--- config.mk ---
export PLATFORM = sky130hd
export DESIGN_NAME = spi_slave_top
export DESIGN_NICKNAME = d
export VERILOG_FILES = /design/src/hdl/spi_pkg.sv /design/src/hdl/spi_slave_top.sv /design/src/hdl/spi_tx_shift.sv /design/src/hdl/spi_regfile.sv /design/src/hdl/spi_frame_ctrl.sv
export VERILOG_INCLUDE_DIRS = /design/src /design/src/hdl
export SDC_FILE = /design/constraint.sdc
export NUM_CORES = 1
export LEC_CHECK = 0
export BUFFER_PORTS_ARGS = -buffer_cell sky130_fd_sc_hd__buf_4
export CAP_MARGIN = 20
export CORE_ASPECT_RATIO = 1.1
export CORE_UTILIZATION = 55
export CTS_BUF_LIST = sky130_fd_sc_hd__clkbuf_8
export CTS_CLUSTER_SIZE = 14
export DETAILED_ROUTE_END_ITERATION = 6
export PLACE_DENSITY = 0.71
export SYNTH_ARGS = -nofsm -noshare
export SYNTH_HDL_FRONTEND = slang
export SYNTH_SLANG_ARGS = --single-unit
export TNS_END_PERCENT = 5
--- constraint.sdc ---
create_clock -name sclk -period 2.84 [get_ports sclk]
set_input_delay 0.284 -clock sclk [delete_from_list [all_inputs] [get_ports sclk]]
set_output_delay 0.284 -clock sclk [all_outputs]
set_load 0.1 [all_outputs]
--- src/hdl/spi_defines.svh ---
/* spi slave constants */

`ifndef SPI_DEFINES_SVH
`define SPI_DEFINES_SVH

// register file depth
`define SPI_NREGS 64

// field widths
`define SPI_AW 6
`define SPI_DW 8

// command opcodes, upper two bits of the command byte
`define SPI_OP_WRITE 2'b00
`define SPI_OP_READ  2'b11

`endif
--- src/hdl/spi_pkg.sv ---
/* spi slave types */

`include "spi_defines.svh"

package spi_pkg;

   // opcode field of the command byte
   typedef enum logic [1:0] {
      SPI_OP_WRITE = `SPI_OP_WRITE,
      SPI_OP_RSVD1 = 2'b01,          // ignored
      SPI_OP_RSVD2 = 2'b10,          // ignored
      SPI_OP_READ  = `SPI_OP_READ
   } spi_op_e;

   typedef logic [`SPI_AW-1:0] spi_addr_t;  // register address
   typedef logic [`SPI_DW-1:0] spi_data_t;  // register data

   // command view, op in the top bits
   typedef struct packed {
      spi_op_e   op;
      spi_addr_t addr;
   } spi_cmd_t;

   // one received byte, command or data depending on frame state
   typedef union packed {
      spi_cmd_t  cmd;
      spi_data_t raw;
   } spi_byte_u;

endpackage

--- src/hdl/spi_slave_top.sv ---
/* spi slave top */

`timescale 1ns/1ps

module spi_slave_top (
   input  logic               sclk,
   input  logic               ss,
   input  logic               mosi,
   input  logic               spi_en,
   input  logic               lsbfirst,
   output logic               miso,
   output logic               wr_strobe,   // register update, for the chip
   output spi_pkg::spi_addr_t wr_addr,
   output spi_pkg::spi_data_t wr_data
);

   spi_pkg::spi_addr_t rd_addr;
   spi_pkg::spi_data_t rd_data;
   logic               tx_load;

   //####################################################################
   // stage 1, frame control and receive
   //####################################################################

   spi_frame_ctrl u_frame_ctrl (
      .sclk      (sclk),
      .ss        (ss),
      .mosi      (mosi),
      .spi_en    (spi_en),
      .lsbfirst  (lsbfirst),
      .wr_strobe (wr_strobe),
      .wr_addr   (wr_addr),
      .wr_data   (wr_data),
      .rd_addr   (rd_addr),
      .tx_load   (tx_load)
   );

   //####################################################################
   // stage 2, register storage
   //####################################################################

   spi_regfile u_regfile (
      .sclk      (sclk),
      .wr_strobe (wr_strobe),
      .wr_addr   (wr_addr),
      .wr_data   (wr_data),
      .rd_addr   (rd_addr),
      .rd_data   (rd_data)
   );

   //####################################################################
   // stage 3, transmit shift
   //####################################################################

   spi_tx_shift u_tx_shift (
      .sclk      (sclk),
      .ss        (ss),
      .lsbfirst  (lsbfirst),
      .tx_load   (tx_load),
      .rd_data   (rd_data),
      .miso      (miso)
   );

endmodule

--- src/hdl/spi_tx_shift.sv ---
/* spi transmit shifter */

`timescale 1ns/1ps

module spi_tx_shift (
   input  logic               sclk,
   input  logic               ss,        // clears tx register
   input  logic               lsbfirst,
   input  logic               tx_load,   // one cycle pulse from frame ctrl
   input  spi_pkg::spi_data_t rd_data,
   output logic               miso
);

   spi_pkg::spi_data_t tx_reg;   // outgoing byte

   //####################################################################
   // falling edge shifter
   //####################################################################

   // mode 0, miso changes on the falling edge
   always_ff @(negedge sclk or posedge ss) begin
      if (ss) begin
         tx_reg <= '0;
      end else if (tx_load) begin
         tx_reg <= rd_data;               // new byte, leading bit out now
      end else if (lsbfirst) begin
         tx_reg <= {1'b0, tx_reg[7:1]};   // toward lsb, zero fill
      end else begin
         tx_reg <= {tx_reg[6:0], 1'b0};   // toward msb, zero fill
      end
   end

   // leading end of the register
   // empty register keeps miso low outside read frames
   assign miso = lsbfirst ? tx_reg[0] : tx_reg[7];

endmodule

--- src/hdl/spi_regfile.sv ---
/* spi register storage */

`timescale 1ns/1ps

`include "spi_defines.svh"

module spi_regfile (
   input  logic               sclk,
   input  logic               wr_strobe,
   input  spi_pkg::spi_addr_t wr_addr,
   input  spi_pkg::spi_data_t wr_data,
   input  spi_pkg::spi_addr_t rd_addr,
   output spi_pkg::spi_data_t rd_data
);

   // contents kept across frames
   spi_pkg::spi_data_t mem [`SPI_NREGS];

   //####################################################################
   // write port
   //####################################################################

   // one cycle after the strobe is raised
   always_ff @(posedge sclk) begin
      if (wr_strobe) begin
         mem[wr_addr] <= wr_data;
      end
   end

   //####################################################################
   // read port
   //####################################################################

   // combinational, sampled by tx shifter on falling edge
   assign rd_data = mem[rd_addr];

endmodule

--- src/hdl/spi_frame_ctrl.sv ---
/* spi frame control and receive */

`timescale 1ns/1ps

module spi_frame_ctrl (
   input  logic              sclk,
   input  logic              ss,        // async clear, frame idle
   input  logic              mosi,
   input  logic              spi_en,
   input  logic              lsbfirst,
   output logic              wr_strobe,
   output spi_pkg::spi_addr_t wr_addr,
   output spi_pkg::spi_data_t wr_data,
   output spi_pkg::spi_addr_t rd_addr,
   output logic              tx_load
);

   typedef enum logic [1:0] {
      ST_IDLE,   // ss high, or first edge of a frame
      ST_CMD,    // collecting command byte
      ST_DATA,   // data bytes, read or write
      ST_SKIP    // frame ignored until ss rises
   } state_e;

   state_e             state;
   logic [2:0]         bit_cnt;    // bits of current byte
   logic [7:0]         rx_shift;   // partial byte
   spi_pkg::spi_byte_u rx_next;    // byte incl. bit on this edge
   spi_pkg::spi_op_e   op;         // latched opcode
   spi_pkg::spi_addr_t cur_addr;   // auto incrementing address
   logic               byte_done;
   logic               cmd_done;
   logic               data_done;
   logic               cmd_ok;

   //####################################################################
   // receive shifter
   //####################################################################

   // next byte value with mosi merged in
   always_comb begin
      if (lsbfirst) begin
         rx_next.raw = {mosi, rx_shift[7:1]};  // fill from the top
      end else begin
         rx_next.raw = {rx_shift[6:0], mosi};  // fill from the bottom
      end
   end

   always_ff @(posedge sclk) begin
      rx_shift <= rx_next.raw;
   end

   // bit counter, wraps every byte
   always_ff @(posedge sclk or posedge ss) begin
      if (ss) begin
         bit_cnt <= 3'd0;   // drops any partial byte
      end else begin
         bit_cnt <= bit_cnt + 3'd1;
      end
   end

   assign byte_done = (bit_cnt == 3'd7);   // 8th bit sampled now
   assign cmd_done  = byte_done && (state == ST_CMD);
   assign data_done = byte_done && (state == ST_DATA);

   // only write and read commands open a data phase
   assign cmd_ok = spi_en &&
                   ((rx_next.cmd.op == spi_pkg::SPI_OP_WRITE) ||
                    (rx_next.cmd.op == spi_pkg::SPI_OP_READ));

   //####################################################################
   // frame state machine
   //####################################################################

   always_ff @(posedge sclk or posedge ss) begin
      if (ss) begin
         state <= ST_IDLE;
      end else begin
         case (state)
            ST_IDLE: state <= ST_CMD;
            ST_CMD: begin
               if (byte_done) begin
                  state <= cmd_ok ? ST_DATA : ST_SKIP;
               end
            end
            ST_DATA: state <= ST_DATA;   // until ss
            default: state <= ST_SKIP;
         endcase
      end
   end

   // command latch and address counter
   always_ff @(posedge sclk) begin
      if (cmd_done) begin
         op       <= rx_next.cmd.op;
         cur_addr <= rx_next.cmd.addr;
      end else if (data_done) begin
         cur_addr <= cur_addr + 1'b1;   // wraps at 64
      end
   end

   assign rd_addr = cur_addr;   // registered address to regfile

   //####################################################################
   // strobes
   //####################################################################

   // write strobe one cycle after the last bit of a data byte
   always_ff @(posedge sclk or posedge ss) begin
      if (ss) begin
         wr_strobe <= 1'b0;
      end else begin
         wr_strobe <= data_done && (op == spi_pkg::SPI_OP_WRITE);
      end
   end

   // write payload, no reset
   always_ff @(posedge sclk) begin
      if (data_done) begin
         wr_addr <= cur_addr;
         wr_data <= rx_next.raw;   // data view of the same byte
      end
   end

   // load pulse for the tx shifter, after command and each read byte
   always_ff @(posedge sclk or posedge ss) begin
      if (ss) begin
         tx_load <= 1'b0;
      end else if (cmd_done) begin
         tx_load <= cmd_ok && (rx_next.cmd.op == spi_pkg::SPI_OP_READ);
      end else begin
         tx_load <= data_done && (op == spi_pkg::SPI_OP_READ);
      end
   end

endmodule

==> impl_metrics.tcl <==
set metrics [dict create \
    yosys_warnings 0 \
    dp_hpwl_um 32300 \
    cellPowerDensity_mw_per_mm2 620 \
    stdcell_count 1877 \
    avgRoutedWirePerCell_um 26.4 \
    ant_nets 0 \
    insertion_delay_ns 0.65 \
    syn_inst 1071 \
    cts_root_buf "clkbuf_8" \
    hold_path.class "input pin to flop" \
    placed_cells 1702 \
    ys.flop_type "edfxtp_1" \
    crit_fanout 10 \
    start_util 0.559 \
    crit_chain "buf_4 -> buf_12 -> buf_12 -> mux4_2 -> mux2i_1 -> a22oi_1 -> nand3_2 -> o211ai_1" \
    layout.nets 1316 \
    drt-total-wl_um 49600 \
    antenna_found_initial 1 \
    critPathArrivalTime_ns 2.66 \
    io_buffers 20 \
    cts_max_level 3 \
    pre_cts_ws_ns -1.04 \
    first_pass_iters 7 \
    critPathMaxStageDelay_ns 0.51 \
    die_x_um 192 \
    die_area_mm2 0.0407 \
    violations "DRC, setup timing" \
    drive_above_1_share 0.364 \
    synth_fp_nets 1080 \
    drc 2 \
    cap_viol_max_count 0 \
    switching_share 0.216 \
    largest_reg_flops 512 \
    tritoncts.num_buffers 84 \
    grt_usage 0.257 \
    cts_tree "built" \
    placed_cell_area_mm2 0.0238 \
    drv_slew 0 \
    status "finished with violations" \
    syn-cell-area_mm2 0.0219 \
    drt_iter0_drc 1195 \
    power_frac_seq 0.567 \
    viasPerCell 6.13 \
    crit_path_start_kind "flop" \
    avgSynthCellArea_um2 20.5 \
    synth_cell_types 46 \
    comb_power_share 0.063 \
    synth_edf_count 534 \
    required_ns 1.83 \
    vias 11500 \
    grt_pass1_vias 11600 \
    chipHeight_um 212 \
    clock_power_share 0.369 \
    timing.final.hold_violations 0 \
    finalSetupTns_ns -6.59 \
    clkSinkCount 563 \
    crit_top_cell "buf_12" \
    top_register "u_regfile.mem" \
    ir_worst_vdd_mv 0.575 \
    setup_violations 9 \
    n_fill_cell 2571 \
    synth-seq-cells 563 \
    rsz0062_at_grt "yes" \
    gp_congestion 0.864 \
    skew_ns 0.0627 \
    critPathCaptureType "flop" \
    power_switching_mw 3.45 \
    crit_path_top_delay_cell "mux4_2" \
    clkTransAtPathRegs_ns 0.06 \
    worst_pin_slew_ns 0.817 \
    seq_area_frac_synth 0.760 \
    fin_area_mm2 0.0258 \
    setup_slack_ns -0.831 \
    power.leakage_nw 8.75 \
    clockBufferDepth 3 \
    ys_async_sr_fraction 0.0266 \
    grt_max_degree 65 \
    max_slew_margin 0.455 \
    utilization 0.658 \
    grt_remaining_overflow 0 \
    criticalPathCategory "flop to flop" \
    coreArea_mm2 0.0393 \
    rows 76 \
    area_growth_pct 17.7 \
    cp.buffers_inverters 3 \
    grt_pass1_wl_um 73500 \
    ios 21 \
    p_int_mw 12.6 \
    cpLargestDelayFamily "multiplexers" \
]
==> final cells by class <==
cell class              instances  area [µm²]  area share
diodes                          1        2.50   0.0000968
clock buffers                  92        1270      0.0490
clock inverters                56         245     0.00949
inverters                       5        18.8    0.000726
multi-input cells             448        5020       0.194
flip-flops and latches        563       16700       0.646
well taps                     507         634      0.0245
repair buffers                205        1950      0.0755
==> Yosys cell counts (5+ instances only) <==
master | count | area share
a21oi_1 | 11 | 0.0025
dfrtn_1 | 8 | 0.0091
buf_4 | 8 | 0.0027
clkbuf_1 | 19 | 0.0032
buf_2 | 22 | 0.0050
o22ai_1 | 12 | 0.0034
nand2_1 | 20 | 0.0034
mux4_2 | 106 | 0.11
nor2_1 | 74 | 0.013
nand2b_1 | 11 | 0.0031
nor3_1 | 8 | 0.0018
edfxtp_1 | 534 | 0.73
mux2i_1 | 31 | 0.014
o211ai_1 | 6 | 0.0021
dfrtp_1 | 7 | 0.0080
a22oi_1 | 27 | 0.0092
o21ai_0 | 6 | 0.0014
mux4_1 | 12 | 0.014
nand3_1 | 20 | 0.0046
mux2_2 | 44 | 0.023
inv_1 | 5 | 0.00086
dfxtp_1 | 14 | 0.013
nor2b_1 | 16 | 0.0046
==> worst register-to-register path: cells and delay by family (launching register included) <==
| kind | cells | cell delay (ns) |
|---|---|---|
| AO/OA/AOI/OAI | 2 | 0.28 |
| multiplexers | 2 | 0.78 |
| AND/OR/NAND/NOR | 1 | 0.14 |
| flip-flops | 1 | 0.37 |
| buffers and inverters | 3 | 0.45 |
==> power groups by stage <==
stage                     clock [mW]  combinational (mW)  sequential [mW]
after floorplan                    0               0.607             9.23
after global placement             0               0.868             9.28
after detailed placement           0               0.875             9.28
after CTS                       6.04               0.998             9.09
final                           5.92                1.01             9.09
after global routing            6.37                1.07             9.09
==> layout by cell type (no fill, tap or decap), types with 3 or more instances in the layout <==
cell,Yosys,layout
a22oi_1,27,20
nand3_2,0,6
mux4_2,106,116
o22ai_1,12,11
mux2i_1,31,30
nor4_1,4,3
buf_12,2,27
nor2b_1,16,16
inv_1,5,38
nor3b_1,3,3
dfrtn_1,8,8
o21ai_0,6,4
o211ai_1,6,6
and2_1,4,4
dfxtp_4,0,3
a21oi_1,11,11
nand2_1,20,20
nand2b_1,11,9
buf_4,8,169
clkbuf_8,0,92
a221oi_1,4,4
a22oi_2,0,7
nand3_1,20,14
clkinv_2,0,8
nor2_1,74,74
clkinv_1,0,10
edfxtp_1,534,534
mux2_2,44,43
nand4_1,3,3
dfxtp_1,14,10
dfrtp_1,7,7
nor3_1,8,8
buf_6,2,5
ha_1,4,4
==> what timing repair did <==
item,CTS,global route
pin swaps,8,1
buffers inserted,17,6
hold endpoints to repair,5,0
cloned,2,0
gates resized for setup,36,5
endpoints found under the setup margin,9,9
hold buffers,1,0
==> per-stage QoR <==
step	hold WS, ns	total power [mW]
6_report	0.0326	16.0
5_1_grt	0.0437	16.5
4_1_cts	0.00826	16.1
3_5_place_dp	0.423	10.2
3_3_place_gp	0.412	10.1
2_1_floorplan	0.185	9.84
==> cells by family after synthesis <==
family / after synthesis / synth area share
flip-flops: 563 / 0.760
multiplexers: 193 / 0.160
AND/OR/NAND/NOR: 176 / 0.0389
AO/OA/AOI/OAI: 71 / 0.0219
buffers and inverters: 60 / 0.0150
XOR/XNOR: 4 / 0.00160
adder cells (fa/ha/maj): 4 / 0.00228
==> path summary, 6_finish.rpt <==
check | startpoint | endpoint | slack [ns] | cells past startpoint
hold reg to reg | u_frame_ctrl.bit_cnt[0] | u_frame_ctrl.bit_cnt[0] | 0.43 | 1
hold / removal | spi_en | u_frame_ctrl.state[0] | 0.03 | 3
setup / recovery | flop | u_tx_shift.tx_reg[6] | -0.83 | 8
min in group asynchronous | ss | u_frame_ctrl.wr_strobe | 0.07 | 3
setup reg to reg | flop | u_tx_shift.tx_reg[6] | -0.83 | 8
max in group asynchronous | ss | u_tx_shift.tx_reg[5] | 1.41 | 2
==> per-layer routing <==
| metal | GRT usage | part of all wire |
|---|---|---|
| met4 | 0.0986 | 0.029 |
| met2 | 0.405 | 0.50 |
| met5 | 0 | 0 |
| met3 | 0.0477 | 0.071 |
| met1 | 0.360 | 0.40 |
Power figures use the tool's default switching activity.
